--- config.mk ---
export PLATFORM = sky130hd
export DESIGN_NAME = rv_core
export DESIGN_NICKNAME = d
export VERILOG_FILES = /design/src/rtl/rv_pkg.sv /design/src/rtl/instr_decoder.sv /design/src/rtl/register_file.sv /design/src/rtl/execute_unit.sv /design/src/rtl/control_fsm.sv /design/src/rtl/rv_core.sv
export VERILOG_INCLUDE_DIRS = /design/src /design/src/rtl
export SDC_FILE = /design/constraint.sdc
export NUM_CORES = 2
export LEC_CHECK = 0
export ABC_AREA = 1
export BUFFER_PORTS_ARGS = -buffer_cell sky130_fd_sc_hd__buf_2
export CAP_MARGIN = 20
export CORE_MARGIN = 2
export CORE_UTILIZATION = 25
export DETAILED_ROUTE_END_ITERATION = 12
export PLACE_DENSITY = 0.4
export SETUP_SLACK_MARGIN = 0.3
export SLEW_MARGIN = 20
export SYNTH_ARGS = -nofsm -noshare
export SYNTH_HDL_FRONTEND = slang
export SYNTH_SLANG_ARGS = --single-unit
--- constraint.sdc ---
create_clock -name clk -period 5.6 [get_ports clk]
set_input_delay 0.84 -clock clk [delete_from_list [all_inputs] [get_ports clk]]
set_output_delay 0.84 -clock clk [all_outputs]
set_load 0.005 [all_outputs]
--- src/rtl/rv_defines.svh ---
`ifndef RV_DEFINES_SVH
`define RV_DEFINES_SVH

// Datapath sizing
`define RV_XLEN 32 // Data and address width
`define RV_NREGS 32 // Architectural registers x0..x31
`define RV_RADDR_W 5 // Register index width

// Base opcodes of the supported RV32I subset
`define RV_OP_ALU_R 7'b0110011 // Register-register ALU
`define RV_OP_ALU_I 7'b0010011 // Register-immediate ALU
`define RV_OP_LOAD 7'b0000011 // lw
`define RV_OP_STORE 7'b0100011 // sw
`define RV_OP_LUI 7'b0110111 // lui
`define RV_OP_BRANCH 7'b1100011 // beq, bne, blt, bge, bltu, bgeu

// Sequential PC step, one word
`define RV_PC_STEP 4

`endif

--- src/rtl/rv_pkg.sv ---
`include "rv_defines.svh"

package rv_pkg;

	typedef enum logic [2:0] {
		ALU_R,
		ALU_I,
		LOAD,
		STORE,
		LUI,
		BRANCH,
		OTHER // Unsupported opcode, runs as a no-op
	} instr_class_e;

	typedef enum logic [3:0] {
		ADD,
		SUB,
		SLL,
		SLT,
		SLTU,
		XOR,
		SRL,
		SRA,
		OR,
		AND
	} alu_op_e;

	// Source of the register file write data
	typedef enum logic [1:0] {
		WB_RESULT, // RR
		WB_MEMORY, // RY
		WB_IMM // lui immediate
	} wb_sel_e;

	typedef struct packed {
		instr_class_e iclass;
		logic [`RV_RADDR_W-1:0] rs1;
		logic [`RV_RADDR_W-1:0] rs2;
		logic [`RV_RADDR_W-1:0] rd;
		logic [2:0] funct3;
		alu_op_e alu_op;
		logic [`RV_XLEN-1:0] imm; // Sign-extended I/S/B or U immediate
	} decode_t;

	typedef struct packed {
		logic load_ops; // RA and RB from the register file
		logic op2_imm; // ALU operand 2 is the immediate
		logic load_rr;
		wb_sel_e wb_sel;
		logic load_ry;
		logic rf_we;
		logic pc_update;
		logic pc_branch; // PC update follows the branch condition
	} ctrl_t;

	typedef struct packed {
		logic [`RV_XLEN-1:0] addr;
		logic rd;
	} imem_req_t;

	typedef struct packed {
		logic [`RV_XLEN-1:0] addr;
		logic rd;
		logic wr;
		logic [`RV_XLEN-1:0] wdata;
	} dmem_req_t;

endpackage

--- src/rtl/instr_decoder.sv ---
`timescale 1ns/1ps
`include "rv_defines.svh"

module instr_decoder (
	input logic clk,
	input logic reset,
	input logic i_capture,
	input logic [`RV_XLEN-1:0] i_word,
	output rv_pkg::decode_t o_dec
);

	logic [6:0] opcode;
	logic [2:0] funct3;
	logic alt_op; // funct7 bit 5, or immediate bit 30 for shifts
	rv_pkg::decode_t dec_next;

	assign opcode = i_word[6:0];
	assign funct3 = i_word[14:12];
	assign alt_op = i_word[30];

	always_comb begin
		dec_next = '0;
		dec_next.rs1 = i_word[19:15];
		dec_next.rs2 = i_word[24:20];
		dec_next.rd = i_word[11:7];
		dec_next.funct3 = funct3;
		dec_next.iclass = rv_pkg::OTHER;
		dec_next.alu_op = rv_pkg::ADD; // Address calculation for lw and sw

		case (opcode)
			`RV_OP_ALU_R: dec_next.iclass = rv_pkg::ALU_R;
			`RV_OP_ALU_I: begin
				dec_next.iclass = rv_pkg::ALU_I;
				dec_next.imm = {{20{i_word[31]}}, i_word[31:20]};
			end
			`RV_OP_LOAD: begin
				dec_next.iclass = rv_pkg::LOAD;
				dec_next.imm = {{20{i_word[31]}}, i_word[31:20]};
			end
			`RV_OP_STORE: begin
				dec_next.iclass = rv_pkg::STORE;
				dec_next.imm = {{20{i_word[31]}}, i_word[31:25], i_word[11:7]};
			end
			`RV_OP_LUI: begin
				dec_next.iclass = rv_pkg::LUI;
				dec_next.imm = {i_word[31:12], 12'b0};
			end
			`RV_OP_BRANCH: begin
				dec_next.iclass = rv_pkg::BRANCH;
				dec_next.imm = {{20{i_word[31]}}, i_word[7], i_word[30:25],
					i_word[11:8], 1'b0};
				dec_next.alu_op = rv_pkg::SUB;
			end
			default: dec_next.iclass = rv_pkg::OTHER;
		endcase

		// Operation select shared by the R and I forms
		if (opcode == `RV_OP_ALU_R || opcode == `RV_OP_ALU_I) begin
			case (funct3)
				3'b000: begin
					if (opcode == `RV_OP_ALU_R && alt_op)
						dec_next.alu_op = rv_pkg::SUB;
					else
						dec_next.alu_op = rv_pkg::ADD; // No subi in RV32I
				end
				3'b001: dec_next.alu_op = rv_pkg::SLL;
				3'b010: dec_next.alu_op = rv_pkg::SLT;
				3'b011: dec_next.alu_op = rv_pkg::SLTU;
				3'b100: dec_next.alu_op = rv_pkg::XOR;
				3'b101: dec_next.alu_op = alt_op ? rv_pkg::SRA : rv_pkg::SRL;
				3'b110: dec_next.alu_op = rv_pkg::OR;
				default: dec_next.alu_op = rv_pkg::AND;
			endcase
		end
	end

	always_ff @(posedge clk) begin
		if (reset) begin
			o_dec <= '0;
		end else if (i_capture) begin
			o_dec <= dec_next; // Held for the rest of the instruction
		end
	end

endmodule

--- src/rtl/register_file.sv ---
`timescale 1ns/1ps
`include "rv_defines.svh"

module register_file (
	input logic clk,
	input logic reset,
	input rv_pkg::decode_t i_dec,
	input logic i_we,
	input logic [`RV_XLEN-1:0] i_wdata,
	output logic [`RV_XLEN-1:0] o_rs1_data,
	output logic [`RV_XLEN-1:0] o_rs2_data
);

	logic [`RV_XLEN-1:0] regs [`RV_NREGS];

	// Asynchronous read ports, sampled into RA and RB by the execute unit
	assign o_rs1_data = regs[i_dec.rs1];
	assign o_rs2_data = regs[i_dec.rs2];

	always_ff @(posedge clk) begin
		if (reset) begin
			for (int i = 0; i < `RV_NREGS; i++) begin
				regs[i] <= '0;
			end
		end else if (i_we && i_dec.rd != '0) begin
			regs[i_dec.rd] <= i_wdata; // x0 is never written
		end
	end

	// x0 stays zero through every writeback, lui included
	a_x0_zero: assert property (@(posedge clk) disable iff (reset)
		(i_dec.rs1 == '0) |-> (o_rs1_data == '0))
		else $error("x0 read back nonzero value %h", o_rs1_data);

endmodule

--- src/rtl/execute_unit.sv ---
`timescale 1ns/1ps
`include "rv_defines.svh"

module execute_unit (
	input logic clk,
	input logic reset,
	input rv_pkg::ctrl_t i_ctrl,
	input rv_pkg::decode_t i_dec,
	input logic [`RV_XLEN-1:0] i_rs1_data,
	input logic [`RV_XLEN-1:0] i_rs2_data,
	input logic [`RV_XLEN-1:0] i_load_data,
	output logic [`RV_XLEN-1:0] o_pc,
	output logic [`RV_XLEN-1:0] o_dmem_addr,
	output logic [`RV_XLEN-1:0] o_store_data,
	output logic [`RV_XLEN-1:0] o_wb_data
);

	logic [`RV_XLEN-1:0] ra;
	logic [`RV_XLEN-1:0] rb;
	logic [`RV_XLEN-1:0] rr; // ALU result, also the load/store address
	logic [`RV_XLEN-1:0] ry; // Load data
	logic [`RV_XLEN-1:0] pc;
	logic [`RV_XLEN-1:0] op2;
	logic [`RV_XLEN-1:0] alu_result;
	logic [4:0] shamt;
	logic take_branch;

	assign op2 = i_ctrl.op2_imm ? i_dec.imm : rb;
	assign shamt = op2[4:0];

	always_comb begin
		case (i_dec.alu_op)
			rv_pkg::ADD: alu_result = ra + op2;
			rv_pkg::SUB: alu_result = ra - op2;
			rv_pkg::SLL: alu_result = ra << shamt;
			rv_pkg::SLT: alu_result = `RV_XLEN'($signed(ra) < $signed(op2));
			rv_pkg::SLTU: alu_result = `RV_XLEN'(ra < op2);
			rv_pkg::XOR: alu_result = ra ^ op2;
			rv_pkg::SRL: alu_result = ra >> shamt;
			rv_pkg::SRA: alu_result = $unsigned($signed(ra) >>> shamt);
			rv_pkg::OR: alu_result = ra | op2;
			rv_pkg::AND: alu_result = ra & op2;
			default: alu_result = '0;
		endcase
	end

	// Branch condition straight from the operand registers
	always_comb begin
		case (i_dec.funct3)
			3'b000: take_branch = (ra == rb); // beq
			3'b001: take_branch = (ra != rb); // bne
			3'b100: take_branch = ($signed(ra) < $signed(rb)); // blt
			3'b101: take_branch = ($signed(ra) >= $signed(rb)); // bge
			3'b110: take_branch = (ra < rb); // bltu
			3'b111: take_branch = (ra >= rb); // bgeu
			default: take_branch = 1'b0;
		endcase
	end

	always_ff @(posedge clk) begin
		if (reset) begin
			ra <= '0;
			rb <= '0;
			rr <= '0;
			ry <= '0;
			pc <= '0;
		end else begin
			if (i_ctrl.load_ops) begin
				ra <= i_rs1_data;
				rb <= i_rs2_data;
			end
			if (i_ctrl.load_rr)
				rr <= alu_result;
			if (i_ctrl.load_ry)
				ry <= i_load_data;
			if (i_ctrl.pc_update) begin
				if (i_ctrl.pc_branch && take_branch)
					pc <= pc + i_dec.imm;
				else
					pc <= pc + `RV_PC_STEP;
			end
		end
	end

	always_comb begin
		case (i_ctrl.wb_sel)
			rv_pkg::WB_MEMORY: o_wb_data = ry;
			rv_pkg::WB_IMM: o_wb_data = i_dec.imm;
			default: o_wb_data = rr;
		endcase
	end

	assign o_pc = pc;
	assign o_dmem_addr = rr;
	assign o_store_data = rb; // sw writes rs2 as a whole word

	// Branch offsets from the decoder must keep fetches on word boundaries
	a_pc_aligned: assert property (@(posedge clk) disable iff (reset)
		pc[1:0] == 2'b00)
		else $error("PC not word aligned: %h", pc);

endmodule

--- src/rtl/control_fsm.sv ---
`timescale 1ns/1ps

module control_fsm (
	input logic clk,
	input logic reset,
	input rv_pkg::decode_t i_dec,
	output rv_pkg::ctrl_t o_ctrl,
	output logic o_capture,
	output logic o_imem_rd,
	output logic o_dmem_rd,
	output logic o_dmem_wr
);

	typedef enum logic [2:0] {
		S_FETCH,
		S_DECODE,
		S_EXEC,
		S_MEM,
		S_WB
	} state_e;

	state_e state;
	state_e next_state;
	logic is_alu;
	logic is_mem;

	assign is_alu = (i_dec.iclass == rv_pkg::ALU_R) || (i_dec.iclass == rv_pkg::ALU_I);
	assign is_mem = (i_dec.iclass == rv_pkg::LOAD) || (i_dec.iclass == rv_pkg::STORE);

	always_ff @(posedge clk) begin
		if (reset) begin
			state <= S_FETCH; // First cycle out of reset fetches address 0
		end else begin
			state <= next_state;
		end
	end

	always_comb begin
		o_ctrl = '0;
		o_ctrl.wb_sel = rv_pkg::WB_RESULT;
		o_capture = 1'b0;
		o_imem_rd = 1'b0;
		o_dmem_rd = 1'b0;
		o_dmem_wr = 1'b0;
		next_state = state;

		case (state)
			S_FETCH: begin
				o_imem_rd = 1'b1;
				o_capture = 1'b1; // Decoder latches the word at this edge
				next_state = S_DECODE;
			end
			S_DECODE: begin
				case (i_dec.iclass)
					rv_pkg::LUI: begin
						o_ctrl.wb_sel = rv_pkg::WB_IMM;
						o_ctrl.rf_we = 1'b1;
						o_ctrl.pc_update = 1'b1;
						next_state = S_FETCH;
					end
					rv_pkg::OTHER: begin
						o_ctrl.pc_update = 1'b1; // Skip over it
						next_state = S_FETCH;
					end
					default: begin
						o_ctrl.load_ops = 1'b1;
						next_state = S_EXEC;
					end
				endcase
			end
			S_EXEC: begin
				if (i_dec.iclass == rv_pkg::BRANCH) begin
					o_ctrl.pc_update = 1'b1;
					o_ctrl.pc_branch = 1'b1;
					next_state = S_FETCH;
				end else begin
					o_ctrl.load_rr = 1'b1;
					o_ctrl.op2_imm = (i_dec.iclass != rv_pkg::ALU_R);
					next_state = is_mem ? S_MEM : S_WB;
				end
			end
			S_MEM: begin
				if (i_dec.iclass == rv_pkg::STORE) begin
					o_dmem_wr = 1'b1;
					o_ctrl.pc_update = 1'b1;
					next_state = S_FETCH;
				end else begin
					o_dmem_rd = 1'b1;
					o_ctrl.load_ry = 1'b1; // Read data is valid this cycle
					next_state = S_WB;
				end
			end
			S_WB: begin
				o_ctrl.rf_we = is_alu || (i_dec.iclass == rv_pkg::LOAD);
				if (i_dec.iclass == rv_pkg::LOAD)
					o_ctrl.wb_sel = rv_pkg::WB_MEMORY;
				o_ctrl.pc_update = 1'b1;
				next_state = S_FETCH;
			end
			default: next_state = S_FETCH;
		endcase
	end

	// One data access per cycle and only for lw or sw
	a_rd_wr_excl: assert property (@(posedge clk) disable iff (reset)
		(o_dmem_rd || o_dmem_wr) |-> (o_dmem_rd != o_dmem_wr) &&
			(i_dec.iclass == (o_dmem_wr ? rv_pkg::STORE : rv_pkg::LOAD)))
		else $error("dmem strobe not matching a single lw or sw access");

endmodule

--- src/rtl/rv_core.sv ---
`timescale 1ns/1ps
`include "rv_defines.svh"

module rv_core (
	input logic clk,
	input logic reset,
	output rv_pkg::imem_req_t o_imem,
	input logic [`RV_XLEN-1:0] i_imem_data,
	output rv_pkg::dmem_req_t o_dmem,
	input logic [`RV_XLEN-1:0] i_dmem_rdata
);

	rv_pkg::decode_t dec;
	rv_pkg::ctrl_t ctrl;
	logic capture;
	logic imem_rd;
	logic dmem_rd;
	logic dmem_wr;
	logic [`RV_XLEN-1:0] rs1_data;
	logic [`RV_XLEN-1:0] rs2_data;
	logic [`RV_XLEN-1:0] wb_data;
	logic [`RV_XLEN-1:0] pc;
	logic [`RV_XLEN-1:0] dmem_addr;
	logic [`RV_XLEN-1:0] store_data;

	assign o_imem = '{addr: pc, rd: imem_rd};
	assign o_dmem = '{addr: dmem_addr, rd: dmem_rd, wr: dmem_wr, wdata: store_data};

	instr_decoder u_decoder (
		.clk(clk),
		.reset(reset),
		.i_capture(capture),
		.i_word(i_imem_data),
		.o_dec(dec)
	);

	register_file u_regs (
		.clk(clk),
		.reset(reset),
		.i_dec(dec),
		.i_we(ctrl.rf_we),
		.i_wdata(wb_data),
		.o_rs1_data(rs1_data),
		.o_rs2_data(rs2_data)
	);

	execute_unit u_exec (
		.clk(clk),
		.reset(reset),
		.i_ctrl(ctrl),
		.i_dec(dec),
		.i_rs1_data(rs1_data),
		.i_rs2_data(rs2_data),
		.i_load_data(i_dmem_rdata),
		.o_pc(pc),
		.o_dmem_addr(dmem_addr),
		.o_store_data(store_data),
		.o_wb_data(wb_data)
	);

	control_fsm u_ctrl (
		.clk(clk),
		.reset(reset),
		.i_dec(dec),
		.o_ctrl(ctrl),
		.o_capture(capture),
		.o_imem_rd(imem_rd),
		.o_dmem_rd(dmem_rd),
		.o_dmem_wr(dmem_wr)
	);

endmodule

==> flow_summary_export.csv <==
group,metric,value,unit
setup_path,critical_path.startpoint,"u_decoder.o_dec[56]$_SDFFE_PP0P_",
setup_path,cp-start-kind,"flop",
floorplan,initial_core_util,25.2,%
setup_path,endpoint_kind,"flop",
final_layout,layout-drive-gt1-share,8.74,%
drt,drt_pass1_iterations,6,
power,powerDensity,393,nW/um2
power,p_int,0.0195,W
setup_path,r2r-start,"u_decoder.o_dec[56]$_SDFFE_PP0P_",
synthesis,synth_cells,9677,
synthesis,netlist.top_cell.by_area,"edfxtp_1",
place,dp_hpwl,273000,um
final_layout,finalNetCount,9713,
power,seq_power_share,33.2,%
sta,fin_worst_skew,0.0789,ns
setup_path,rr_worst_depth,22,
clock_network,cts.repair.resized,0,
sta,max_freq,207,MHz
final_layout,utilization,28.8,%
synthesis,synth-edff-count,1024,
setup_path,path_class,"flop to flop",
place,place_congestion,0.955,
setup_path,cp.arrival,5.51,ns
setup_path,worstPathCellList,"inv_2 -> nand2_2 -> nand3_4 -> buf_4 -> o21ai_0 -> inv_1 -> ha_1 -> nand2_1 -> nor3_1 -> nand4_1 -> nand3_1 -> nand2_1 -> nand2_1 -> nand2_1 -> nand2_1 -> nand2_1 -> nand3_1 -> nand3b_1 -> nor2_1 -> nand2_1 -> nand2_1 -> a21oi_1",
power,p_leak,30.8,nW
synthesis,yosysSeqAreaShare,47.0,%
setup_path,max_stage_delay,0.71,ns
setup_path,critPathSlowestCell,"nor3_1",
power,combPwrFrac,35.5,%
sta,finalCritPeriodShare,86.1,%
sta,hold_violations,0,
synthesis,syn_avg_cell_area,7.73,um2
clock_network,cts_setup_buffers,0,
drt,via_count,75700,
grt,grt_pass1_wl,575000,um
setup_path,r2r_slack,0.78,ns
status,status,"finished, final reports clean",
clock_network,path_clk_slew,0.06,ns
floorplan,dieWidth,551,um
final_layout,areaGrowthSynthToFinish,14.6,%
drt,routed_wl,421000,um
floorplan,core,297000,um2
drt,via_per_inst,5.58,
clock_network,hold_buffers,0,
drt,initialDrtViolationCount,9479,
floorplan,core.rowCount,200,
sta,final.setup.worst_slack,0.777,ns
clock_network,clk_latency,0.89,ns
synthesis,synthArstFlopShare,0,%
final_layout,nFillCells,31800,
synthesis,synth.most_common_cell,"nor2_1",
floorplan,die_area,303000,um2
flow_run,drv_cap,0,
synthesis,synth_flop_cell,"edfxtp_1",
place,dpl_worst_slack,0.892,ns
sta,hold_slack,0.253,ns
synthesis,yosys_warnings,0,
power,peakVddDrop,0.221,mV
drt,drcViolationCount,0,
clock_network,cts_tree,"yes",
power,p_sw,0.0142,W
sta,setup_tns,0,ns
sta,fin_crit,4.82,ns
synthesis,ys_top_cells_by_area,"edfxtp_1, nor2_1, o21ai_0",
synthesis,synth_cell_types,61,
synthesis,yosysTopAreaCellShare,41.1,%
floorplan,die_y,551,um
drt,post_drt_wl_per_cell,31.0,um
clock_network,clockBufferDepth,4,
synthesis,syn_area,74800,um2
grt,grt_use_total,26.7,%
synthesis,synth-seq-cells,1244,
setup_path,cp_max_fo,34,
setup_path,critical-path-top-cell-by-count,"nand2_1",
setup_path,r2r_end,"u_exec.o_dmem_addr[26]$_SDFFE_PP0P_",
clock_network,clkSinkCount,1244,
floorplan,pin_count,165,
setup_path,worstPathRequired,6.28,ns
grt,grt-ovfl-total,0,
sta,setup_viol,0,
clock_network,htreeDepth,4,
setup_path,endpoint,"u_exec.o_dmem_addr[26]$_SDFFE_PP0P_",
grt,grt_max_degree,154,
clock_network,numCtsBuffers,164,
sta,rsz0062_at_grt,"false",
sta,maxSlewViolCount,0,
drt,antenna_left,0,
synthesis,synth_common_cells,"nor2_1, o21ai_0, edfxtp_1, nand2_1, clkbuf_1",
power,clkPwrFrac,31.3,%
sta,tightest_slew,1.31,ns
place,port-buffer-count,164,
clock_network,cts-root-buf,"clkbuf_16",
grt,grt_pass1_vias,71500,
power,power.total,0.0337,W
grt,antenna_found_initial,30,
sta,slew_headroom,12.3,%
power,netSwitchingFraction,42.1,%
worst_hold_path,min_path_type,"primary input to flop",
[routing by layer]
| layer | global-route usage [%] | vias to the layer above | routed length (um) |
|---|---|---|---|
| met3 | 4.04 | 759 | 33600 |
| met2 | 42.9 | 4026 | 191000 |
| li1 | - | 33100 | - |
| met1 | 35.5 | 37800 | 176000 |
| met5 | 0 | - | 22 |
| met4 | 11.7 | 4 | 20200 |
[power groups by stage]
stage               Sequential, W  Clock, W  Combinational [W]
detailed placement         0.0113         0             0.0116
finish                     0.0112    0.0105             0.0120
global route               0.0112    0.0110             0.0127
floorplan                  0.0109         0            0.00673
global placement           0.0113         0             0.0117
CTS                        0.0112    0.0107             0.0117
[registers in the layout, summed over array words and instances, names as in the netlist]
name                 flops
u_exec.o_store_data     32
u_regs.regs           1024
u_decoder.o_dec         57
u_exec.ry               32
u_exec.o_pc             32
u_exec.o_dmem_addr      32
u_ctrl.state             3
u_exec.ra               32
[through the flow]
stage | instance area [um2] | instances
final | 85700 | 13600
after global routing | 85700 | 13600
after CTS | 85700 | 13600
after detailed placement | 80500 | 13300
after global placement | 80500 | 13300
after floorplan | 74900 | 9708
[placed cells by master, fill, tap and decap left out, types with 70 or more instances in the layout]
| cell type | count |
|---|---|
| nand2_2 | 73 |
| inv_1 | 413 |
| edfxtp_1 | 1024 |
| buf_2 | 163 |
| nand3_1 | 446 |
| o22ai_1 | 538 |
| o21ai_0 | 1566 |
| clkbuf_16 | 171 |
| nand2_1 | 920 |
| a21oi_1 | 383 |
| buf_4 | 226 |
| nor2_1 | 2577 |
| o221ai_1 | 70 |
| ha_1 | 157 |
| dfxtp_1 | 210 |
[worst min-delay path by stage]
stage | cells after the start | end | from | slack (ns)
after detailed placement | 2 | u_decoder.o_dec[34]$_SDFFE_PP0P_ | u_decoder.o_dec[34]$_SDFFE_PP0P_ | 0.49
after CTS | 3 | u_exec.ry[7]$_SDFFE_PP0P_ | i_dmem_rdata[7] | 0.21
final | 3 | u_exec.ry[7]$_SDFFE_PP0P_ | i_dmem_rdata[7] | 0.25
after global placement | 2 | u_decoder.o_dec[34]$_SDFFE_PP0P_ | u_decoder.o_dec[34]$_SDFFE_PP0P_ | 0.48
after global routing | 3 | u_exec.ry[25]$_SDFFE_PP0P_ | i_dmem_rdata[25] | 0.24
after floorplan | 2 | u_decoder.o_dec[34]$_SDFFE_PP0P_ | u_decoder.o_dec[34]$_SDFFE_PP0P_ | 0.46
[area by class of cell]
type                       count  area [um2]  area share (%)
inverter                     439        1710            1.99
sequential                  1244       35200            41.0
tap                         3939        4930            5.75
timing repair buffer         423        3200            3.73
clock inverter                81         647           0.755
antenna                       11        27.5          0.0321
multi-input combinational   7215       35500            41.5
clock buffer                 211        4490            5.24
[worst max-delay path, delay by kind of cell (launching register included)]
kind | cells | cell delay, ns
fa+ha+maj | 1 | 0.51
compound gates | 2 | 0.33
buf+inv | 3 | 0.53
simple gates | 16 | 2.81
flops | 1 | 0.49
[logic make-up after synthesis]
family	share of synthesized area, %
multiplexers	0.442
AND/OR/NAND/NOR	22.2
adder cells (fa/ha/maj)	2.70
other	0.00501
buffers and inverters	6.49
AO/OA/AOI/OAI	20.5
XOR/XNOR	0.656
flip-flops	47.0
(Power assumes the default switching activity.)
